File: config.mk
export PLATFORM = sky130hd
export DESIGN_NAME = task_unit
export DESIGN_NICKNAME = d
export VERILOG_FILES = /design/src/rtl/swarm_pkg.sv /design/src/rtl/task_store_arbiter.sv /design/src/rtl/task_enqueue.sv /design/src/rtl/task_min_scan.sv /design/src/rtl/task_unit.sv
export VERILOG_INCLUDE_DIRS = /design/src /design/src/rtl
export SDC_FILE = /design/constraint.sdc
export NUM_CORES = 1
export LEC_CHECK = 0
export ABC_AREA = 1
export BUFFER_PORTS_ARGS = -buffer_cell sky130_fd_sc_hd__buf_4
export CORE_MARGIN = 4
export CORE_UTILIZATION = 60
export CTS_CLUSTER_SIZE = 30
export DETAILED_ROUTE_END_ITERATION = 16
export PLACE_DENSITY_LB_ADDON = 0.1
export SYNTH_ARGS = -nofsm -noshare
export SYNTH_HDL_FRONTEND = slang
export SYNTH_SLANG_ARGS = --single-unit
File: constraint.sdc
create_clock -name clk -period 5.6 [get_ports clk]
set_input_delay 1.12 -clock clk [delete_from_list [all_inputs] [get_ports clk]]
set_output_delay 1.12 -clock clk [all_outputs]
set_load 0.005 [all_outputs]
File: src/rtl/task_unit_cfg.svh
// queue sizing and field widths; TTYPE_W must be wide enough to index N_TASK_TYPES ports
`ifndef TASK_UNIT_CFG_SVH
`define TASK_UNIT_CFG_SVH

// log2 of (slot count + 1)
`define TQ_STAGES 4

// usable slots, one index value is left over as the scan end marker
`define TQ_SLOTS ((1 << `TQ_STAGES) - 1)

// one read port per task type
`define N_TASK_TYPES 2

// task field widths
`define TS_W 16
`define HINT_W 16
`define TTYPE_W 1

`endif

File: src/rtl/swarm_pkg.sv
// task, slot and store request types; field widths come from task_unit_cfg.svh
`default_nettype none

`include "task_unit_cfg.svh"

package swarm;

   // one queue entry as held in the slot memory
   typedef struct packed {
      logic [`TTYPE_W-1:0] ttype;
      logic [`TS_W-1:0]    ts;
      logic [`HINT_W-1:0]  hint;
   } task_t;

   // element on the producer write port, same layout as task_t
   typedef struct packed {
      logic [`TTYPE_W-1:0] ttype;
      logic [`TS_W-1:0]    ts;
      logic [`HINT_W-1:0]  hint;
   } tq_elem_s;

   // slot index, the all-ones value is never a real slot
   typedef logic [`TQ_STAGES-1:0] slot_t;

   // single engine request towards the shared store
   typedef struct packed {
      logic  en;
      logic  we;
      slot_t addr;
      task_t wdata;
   } mem_req_s;

endpackage

`default_nettype wire

File: src/rtl/task_store_arbiter.sv
// single-port slot store shared by two engines; enqueue always wins, reads return after one cycle
`timescale 1ns/100ps
`default_nettype none

`include "task_unit_cfg.svh"

module task_store_arbiter (
   input  logic                 clk,
   input  logic                 reset,
   input  swarm::mem_req_s      enq_req,
   input  swarm::mem_req_s      scan_req,
   input  logic                 free_en,
   input  swarm::slot_t         free_slot,
   output logic                 enq_grant,
   output logic                 scan_grant,
   output swarm::task_t         rdata,
   output logic [`TQ_SLOTS-1:0] occupancy
);

   // request that owns the memory port this cycle
   swarm::mem_req_s sel_req;
   logic            port_en;
   logic            port_wr;

   // slot array, contents are only meaningful where occupancy is set
   swarm::task_t    mem [`TQ_SLOTS];

   // fixed priority, enqueue first
   assign enq_grant  = enq_req.en;
   assign scan_grant = scan_req.en & ~enq_req.en;

   always_comb begin
      if (enq_req.en) begin
         sel_req = enq_req;
      end else begin
         sel_req = scan_req;
      end
   end

   assign port_en = enq_req.en | scan_req.en;
   assign port_wr = port_en & sel_req.we;

   // memory port, write or registered read
   always_ff @(posedge clk) begin
      if (port_wr) begin
         mem[sel_req.addr] <= sel_req.wdata;
      end else if (port_en) begin
         rdata <= mem[sel_req.addr];
      end
   end

   // occupancy bitmap
   // a free and a write never target the same cycle in practice
   // but the write is applied last so a new task is never lost
   always_ff @(posedge clk) begin
      if (reset) begin
         occupancy <= '0;
      end else begin
         if (free_en) begin
            occupancy[free_slot] <= 1'b0;
         end
         if (port_wr) begin
            occupancy[sel_req.addr] <= 1'b1;
         end
      end
   end

endmodule

`default_nettype wire

File: src/rtl/task_enqueue.sv
// write port engine; one accepted task is written to the lowest free slot on the following edge
`timescale 1ns/100ps
`default_nettype none

`include "task_unit_cfg.svh"

module task_enqueue (
   input  logic                 clk,
   input  logic                 reset,
   input  logic                 s_wvalid,
   output logic                 s_wready,
   input  swarm::tq_elem_s      s_wdata,
   input  logic [`TQ_SLOTS-1:0] occupancy,
   input  logic                 hold,
   output swarm::mem_req_s      enq_req,
   input  logic                 enq_grant,
   output logic                 enq_done
);

   // pending write towards the store
   logic                 wr_pend;
   swarm::slot_t         wr_slot;
   swarm::task_t         wr_data;

   // free slot search
   logic [`TQ_SLOTS-1:0] pend_mask;
   logic [`TQ_SLOTS-1:0] free_mask;
   logic                 free_found;
   swarm::slot_t         free_idx;

   // low during reset, high from the first edge after it
   logic                 run;
   logic                 accept;

   // slot of a write still in flight counts as taken
   assign pend_mask = wr_pend ? (`TQ_SLOTS'(1) << wr_slot) : '0;
   assign free_mask = ~occupancy & ~pend_mask;

   // priority encoder, lowest index wins
   always_comb begin
      free_found = 1'b0;
      free_idx   = '0;
      for (int i = `TQ_SLOTS - 1; i >= 0; i--) begin
         if (free_mask[i]) begin
            free_found = 1'b1;
            free_idx   = swarm::slot_t'(i);
         end
      end
   end

   // the previous write has to leave before a new one is taken
   assign s_wready = run & free_found & ~hold & (~wr_pend | enq_grant);
   assign accept   = s_wvalid & s_wready;

   always_ff @(posedge clk) begin
      if (reset) begin
         run     <= 1'b0;
         wr_pend <= 1'b0;
      end else begin
         run <= 1'b1;
         if (accept) begin
            wr_pend <= 1'b1;
         end else if (enq_grant) begin
            wr_pend <= 1'b0;
         end
      end
   end

   // captured task and its slot
   always_ff @(posedge clk) begin
      if (accept) begin
         wr_slot       <= free_idx;
         wr_data.ttype <= s_wdata.ttype;
         wr_data.ts    <= s_wdata.ts;
         wr_data.hint  <= s_wdata.hint;
      end
   end

   assign enq_req.en    = wr_pend;
   assign enq_req.we    = 1'b1;
   assign enq_req.addr  = wr_slot;
   assign enq_req.wdata = wr_data;

   // occupancy changes on this edge, scan restarts after it
   assign enq_done = wr_pend & enq_grant;

endmodule

`default_nettype wire

File: src/rtl/task_min_scan.sv
// linear minimum scan over all slots; the winner blocks every read port until its own port takes it
`timescale 1ns/100ps
`default_nettype none

`include "task_unit_cfg.svh"

module task_min_scan (
   input  logic                                 clk,
   input  logic                                 reset,
   input  logic [`TQ_SLOTS-1:0]                 occupancy,
   input  logic                                 enq_done,
   output swarm::mem_req_s                      scan_req,
   input  logic                                 scan_grant,
   input  swarm::task_t                         rdata,
   output logic                                 free_en,
   output swarm::slot_t                         free_slot,
   output logic                                 hold,
   output logic [0:`N_TASK_TYPES-1]             m_rvalid,
   input  logic [0:`N_TASK_TYPES-1]             m_rready,
   output swarm::task_t [0:`N_TASK_TYPES-1]     m_rdata
);

   typedef enum logic [1:0] {
      S_IDLE,
      S_SCAN,
      S_COMPARE,
      S_PRESENT
   } scan_state_e;

   scan_state_e  state;

   // next slot to read, reaches TQ_SLOTS once every slot was requested
   swarm::slot_t rd_idx;
   // read data for rd_slot shows up on rdata this cycle
   logic         rd_pend;
   swarm::slot_t rd_slot;

   // running minimum
   logic         best_valid;
   swarm::task_t best_task;
   swarm::slot_t best_slot;

   logic         scan_active;
   logic         rd_fire;
   logic         take;
   logic         restart;
   logic         present;

   // no reads at all when the queue is empty
   assign scan_active = (state == S_SCAN) & (|occupancy) &
                        (rd_idx != swarm::slot_t'(`TQ_SLOTS));

   assign scan_req.en    = scan_active;
   assign scan_req.we    = 1'b0;
   assign scan_req.addr  = rd_idx;
   assign scan_req.wdata = '0;

   // a refused read is simply issued again next cycle
   assign rd_fire = scan_req.en & scan_grant;

   // strictly smaller only, so the lower slot keeps a tie
   assign take = rd_pend & occupancy[rd_slot] &
                 (~best_valid | (rdata.ts < best_task.ts));

   // any change to occupancy throws the partial result away
   assign restart = enq_done | free_en;

   always_ff @(posedge clk) begin
      if (reset) begin
         state      <= S_IDLE;
         rd_idx     <= '0;
         rd_pend    <= 1'b0;
         best_valid <= 1'b0;
      end else if (restart) begin
         state      <= S_SCAN;
         rd_idx     <= '0;
         rd_pend    <= 1'b0;
         best_valid <= 1'b0;
      end else begin
         rd_pend <= rd_fire;
         if (rd_fire) begin
            rd_idx <= rd_idx + 1'b1;
         end
         if (take) begin
            best_valid <= 1'b1;
         end
         case (state)
            S_SCAN: begin
               // last read data is compared in the same cycle
               if (occupancy == '0) begin
                  state <= S_IDLE;
               end else if (rd_idx == swarm::slot_t'(`TQ_SLOTS)) begin
                  state <= S_COMPARE;
               end
            end
            S_COMPARE: begin
               state <= best_valid ? S_PRESENT : S_IDLE;
            end
            default: begin
               // idle waits for a restart, present leaves through free_en
            end
         endcase
      end
   end

   // slot tag of the returning read and the winner payload
   always_ff @(posedge clk) begin
      rd_slot <= rd_idx;
      if (take) begin
         best_task <= rdata;
         best_slot <= rd_slot;
      end
   end

   assign present = (state == S_PRESENT);

   // queue stays frozen from compare until the winner is taken
   assign hold = (state == S_COMPARE) | present;

   // route the winner to the port of its type
   for (genvar i = 0; i < `N_TASK_TYPES; i++) begin : g_port
      assign m_rvalid[i] = present & (best_task.ttype == `TTYPE_W'(i));
      assign m_rdata[i]  = best_task;
   end

   // dispatch pulse, slot is free from the next cycle
   assign free_en   = |(m_rvalid & m_rready);
   assign free_slot = best_slot;

endmodule

`default_nettype wire

File: src/rtl/task_unit.sv
// task unit top; global timestamp order, a waiting task of one type stalls all other types
`timescale 1ns/100ps
`default_nettype none

`include "task_unit_cfg.svh"

module task_unit (
   input  logic                             clk,
   input  logic                             reset,

   // producer write port
   input  logic                             s_wvalid,
   output logic                             s_wready,
   input  swarm::tq_elem_s                  s_wdata,

   // one read port per task type
   output logic [0:`N_TASK_TYPES-1]         m_rvalid,
   input  logic [0:`N_TASK_TYPES-1]         m_rready,
   output swarm::task_t [0:`N_TASK_TYPES-1] m_rdata
);

   // store requests and grants
   swarm::mem_req_s      enq_req;
   swarm::mem_req_s      scan_req;
   logic                 enq_grant;
   logic                 scan_grant;
   swarm::task_t         rdata;

   // slot bookkeeping
   logic [`TQ_SLOTS-1:0] occupancy;
   logic                 free_en;
   swarm::slot_t         free_slot;

   // engine coupling
   logic                 hold;
   logic                 enq_done;

   task_enqueue u_task_enqueue (
      .clk       (clk),
      .reset     (reset),
      .s_wvalid  (s_wvalid),
      .s_wready  (s_wready),
      .s_wdata   (s_wdata),
      .occupancy (occupancy),
      .hold      (hold),
      .enq_req   (enq_req),
      .enq_grant (enq_grant),
      .enq_done  (enq_done)
   );

   task_min_scan u_task_min_scan (
      .clk        (clk),
      .reset      (reset),
      .occupancy  (occupancy),
      .enq_done   (enq_done),
      .scan_req   (scan_req),
      .scan_grant (scan_grant),
      .rdata      (rdata),
      .free_en    (free_en),
      .free_slot  (free_slot),
      .hold       (hold),
      .m_rvalid   (m_rvalid),
      .m_rready   (m_rready),
      .m_rdata    (m_rdata)
   );

   task_store_arbiter u_task_store_arbiter (
      .clk        (clk),
      .reset      (reset),
      .enq_req    (enq_req),
      .scan_req   (scan_req),
      .free_en    (free_en),
      .free_slot  (free_slot),
      .enq_grant  (enq_grant),
      .scan_grant (scan_grant),
      .rdata      (rdata),
      .occupancy  (occupancy)
   );

endmodule

`default_nettype wire

==> results.py <==
metrics = {
    "critical_path": {
        "crit_path_end_kind": "output pin",
        "crit_chain": "inv_2, nand2_1, nand2_4, nor2_4, nand3_1, nand2_1, nand2_1, nor2_1, nand2_1, nor2_2, nor2_1, buf_4",
        "cp-start-kind": "register",
        "cpMaxStageDelayCell": "nor2_4",
        "required_ns": 4.48,
        "reg2reg_from": "u_task_enqueue.wr_pend",
        "slowest_delay_ns": 0.67,
        "worst_ep_arrival_time_ns": 3.68,
        "path_class": "reg -> out",
        "path_common_cell": "nand2_1",
        "worstSetupStartpoint": "u_task_enqueue.wr_pend",
        "cp_max_fo": 50,
    },
    "power": {
        "seq_power_share_pct": 52.7,
        "p_total_w": 0.0100,
        "p_switching_w": 0.00228,
        "switching_share_pct": 22.7,
        "peakVddDrop_mv": 0.248,
        "combPwrFrac_pct": 7.9,
        "power_density_mw_per_mm2": 365,
        "power_frac_clock_pct": 39.4,
        "p_int_w": 0.00776,
        "leakagePower_nw": 9.93,
    },
    "sta": {
        "worstMarginPinSlew_ns": 1.33,
        "fin_crit_sh_pct": 85.6,
        "hold_violations": 0,
        "final.min_clock_period_ns": 4.80,
        "skew_ns": 0.0265,
        "rsz0062_at_grt": "false",
        "finalSetupViolations": 0,
        "relSlewSlack_pct": 11.4,
        "fmax_mhz": 209,
        "slew_viol_final": 0,
        "tns_ns": 0,
        "fin_ws_ns": 0.805,
    },
    "clock_network": {
        "clk_latency_ns": 0.63,
        "clk_pin_slew_ns": 0.06,
        "post-cts-setup-buffer-count": 0,
        "hold_buffers": 0,
        "cts-resized-gates": 0,
        "cts_num_sinks": 631,
        "cts_buffer_depth": 3,
        "cts_tree": "built",
        "cts_inserted_buffers": 61,
        "cts_root_buffer": "clkbuf_16",
        "htreeDepth": 2,
    },
    "routing": {
        "wirelength_mm": 57.7,
        "vias_per_cell": 6.04,
        "ant_nets": 0,
        "dr.first_iter.drc_count": 1765,
        "drtPass1Iterations": 5,
        "drc": 0,
        "wl_per_cell_um": 23.4,
        "num_vias": 14900,
    },
    "hold_path": {
        "hp-class": "reg -> reg",
        "hold_start": "u_task_min_scan.rd_idx[0]",
    },
    "status": {
        "status": "finished clean",
    },
    "cells_and_area": {
        "drive_gt1_share_pct": 13.1,
        "antenna_cells": 0,
        "final_nets": 1951,
        "area_growth_pct": 12.6,
    },
    "yosys": {
        "ys_seq_area_share_pct": 76.3,
        "netlist_instances": 1815,
        "synth_edf_count": 602,
        "netlist_area_mm2": 0.0245,
        "ys_top_cells_by_area": "edfxtp_1, nand2_1, nand3_1",
        "ys_async_sr_fraction_pct": 0,
        "synth_top_area_cell": "edfxtp_1",
        "synth_warnings": 0,
        "postSynthAreaPerCell_um2": 13.5,
        "synth_nets": 1872,
        "ys_ff_latch": 631,
        "synth_top_area_share_pct": 73.9,
        "dominantRegCellSynth": "edfxtp_1",
        "synth_cell_types": 36,
    },
    "global_route": {
        "grt_pass1_vias": 14700,
        "gr-total-overflow": 0,
        "grt_usage_pct": 26.0,
        "grt_pass1_wl_mm": 87.2,
        "antenna_found_initial": 0,
        "grt_max_degree": 87,
    },
    "placed_design": {
        "post-dp-hpwl_mm": 28.8,
        "port_buffers": 106,
        "dp_slack_ns": 1.52,
        "gp_congestion": 0.901,
    },
    "floorplanning": {
        "core-area_mm2": 0.0400,
        "initial_utilization_pct": 61.1,
        "io_pins": 107,
        "die-width_um": 210,
        "fp-row-count": 73,
        "die_height_um": 210,
        "die_area_mm2": 0.0440,
    },
    "flow_run": {
        "cap_violations": 0,
    },
}
==> power groups by stage <==
stage	Clock [W]	Sequential, W	Combinational, W
final	0.00395	0.00529	0.000790
after global routing	0.00422	0.00530	0.000880
after CTS	0.00401	0.00529	0.000793
after detailed placement	0	0.00539	0.000786
after global placement	0	0.00539	0.000769
after floorplan	0	0.00538	0.000536
==> routing by layer <==
layer | up-vias | share of wire [%] | track usage, %
li1 | 6735 | - | -
met4 | 0 | 2.9 | 8.80
met3 | 125 | 8.0 | 3.84
met5 | - | 0 | 0
met2 | 744 | 49 | 42.9
met1 | 7292 | 41 | 36.2
==> cells in the final DEF (no fill, tap or decap), types with 4 or more instances in the layout <==
| master | count |
|---|---|
| nand3_1 | 284 |
| nor2_4 | 9 |
| a21oi_1 | 39 |
| nor2_1 | 18 |
| clkbuf_16 | 62 |
| buf_4 | 134 |
| inv_1 | 89 |
| o21ai_0 | 33 |
| a22oi_1 | 99 |
| nand4_1 | 35 |
| clkinv_2 | 10 |
| inv_2 | 17 |
| clkbuf_1 | 21 |
| clkinv_1 | 12 |
| dfxtp_1 | 28 |
| nand2_1 | 393 |
| ha_1 | 19 |
| edfxtp_1 | 602 |
| bufinv_16 | 5 |
| nor3_1 | 4 |
==> synthesized netlist by cell type (4+ instances only) <==
master,count
edfxtp_1,602
nand2_1,393
nand3_1,284
inv_1,101
a22oi_1,99
clkbuf_1,64
a21oi_1,40
nand4_1,35
buf_4,34
o21ai_0,33
dfxtp_1,29
nor2_1,21
ha_1,19
buf_2,14
buf_1,6
inv_2,6
nor3_1,5
nor2_2,4
==> final cells by class <==
type,count,area (µm²)
fill,2785,12500
inverter,107,402
clock buffer,83,1630
clock inverter,29,287
multi-input combinational,958,4860
sequential,631,18700
tap,525,657
timing repair buffer,135,1030
==> critical path: cells and delay by family, from the launching register on <==
family                 cells  cell delay (ns)
buffers and inverters      2             0.20
and+or+nand+nor           10             2.24
DFF                        1             0.59
==> worst paths after layout <==
kind / to / slack (ns) / depth (start not counted)
max: s_wready / 0.80 / 12
max reg2reg: u_task_store_arbiter.rdata[10] / 1.85 / 10
min: u_task_min_scan.rd_slot[0] / 0.37 / 0
min reg2reg: u_task_min_scan.rd_slot[0] / 0.37 / 0
==> state kept, by name, indices dropped and copies added (netlist names), 2 cells and up <==
name                            count
u_task_store_arbiter.occupancy     15
u_task_min_scan.rd_idx              4
u_task_store_arbiter.mem          495
u_task_min_scan.rd_slot             4
u_task_enqueue.wr_slot              4
u_task_enqueue.enq_req             33
u_task_store_arbiter.rdata         33
u_task_min_scan.m_rdata            33
u_task_min_scan.free_slot           4
u_task_min_scan.state               2
==> per-stage QoR <==
stage	cells	area, µm²	hold slack (ns)	util, %
final	2468	27500	0.373	68.8
after global routing	2468	27500	0.382	68.8
after CTS	2468	27500	0.372	68.8
after detailed placement	2356	25600	0.364	64.0
after global placement	2356	25600	0.361	64.0
after floorplan	1815	24500	0.352	-
==> cell families (layout without fill, tap and decap cells) <==
| family | count (synthesis) | count (layout) | share of synthesized area [%] |
|---|---|---|---|
| buffers and inverters | 226 | 354 | 4.09 |
| adders and majority gates | 19 | 19 | 0.972 |
| and+or+nand+nor | 756 | 756 | 13.7 |
| AOI/OAI and AO/OA | 183 | 183 | 4.89 |
| DFF | 631 | 631 | 76.3 |
No activity file was read; power rests on OpenSTA's default activity.
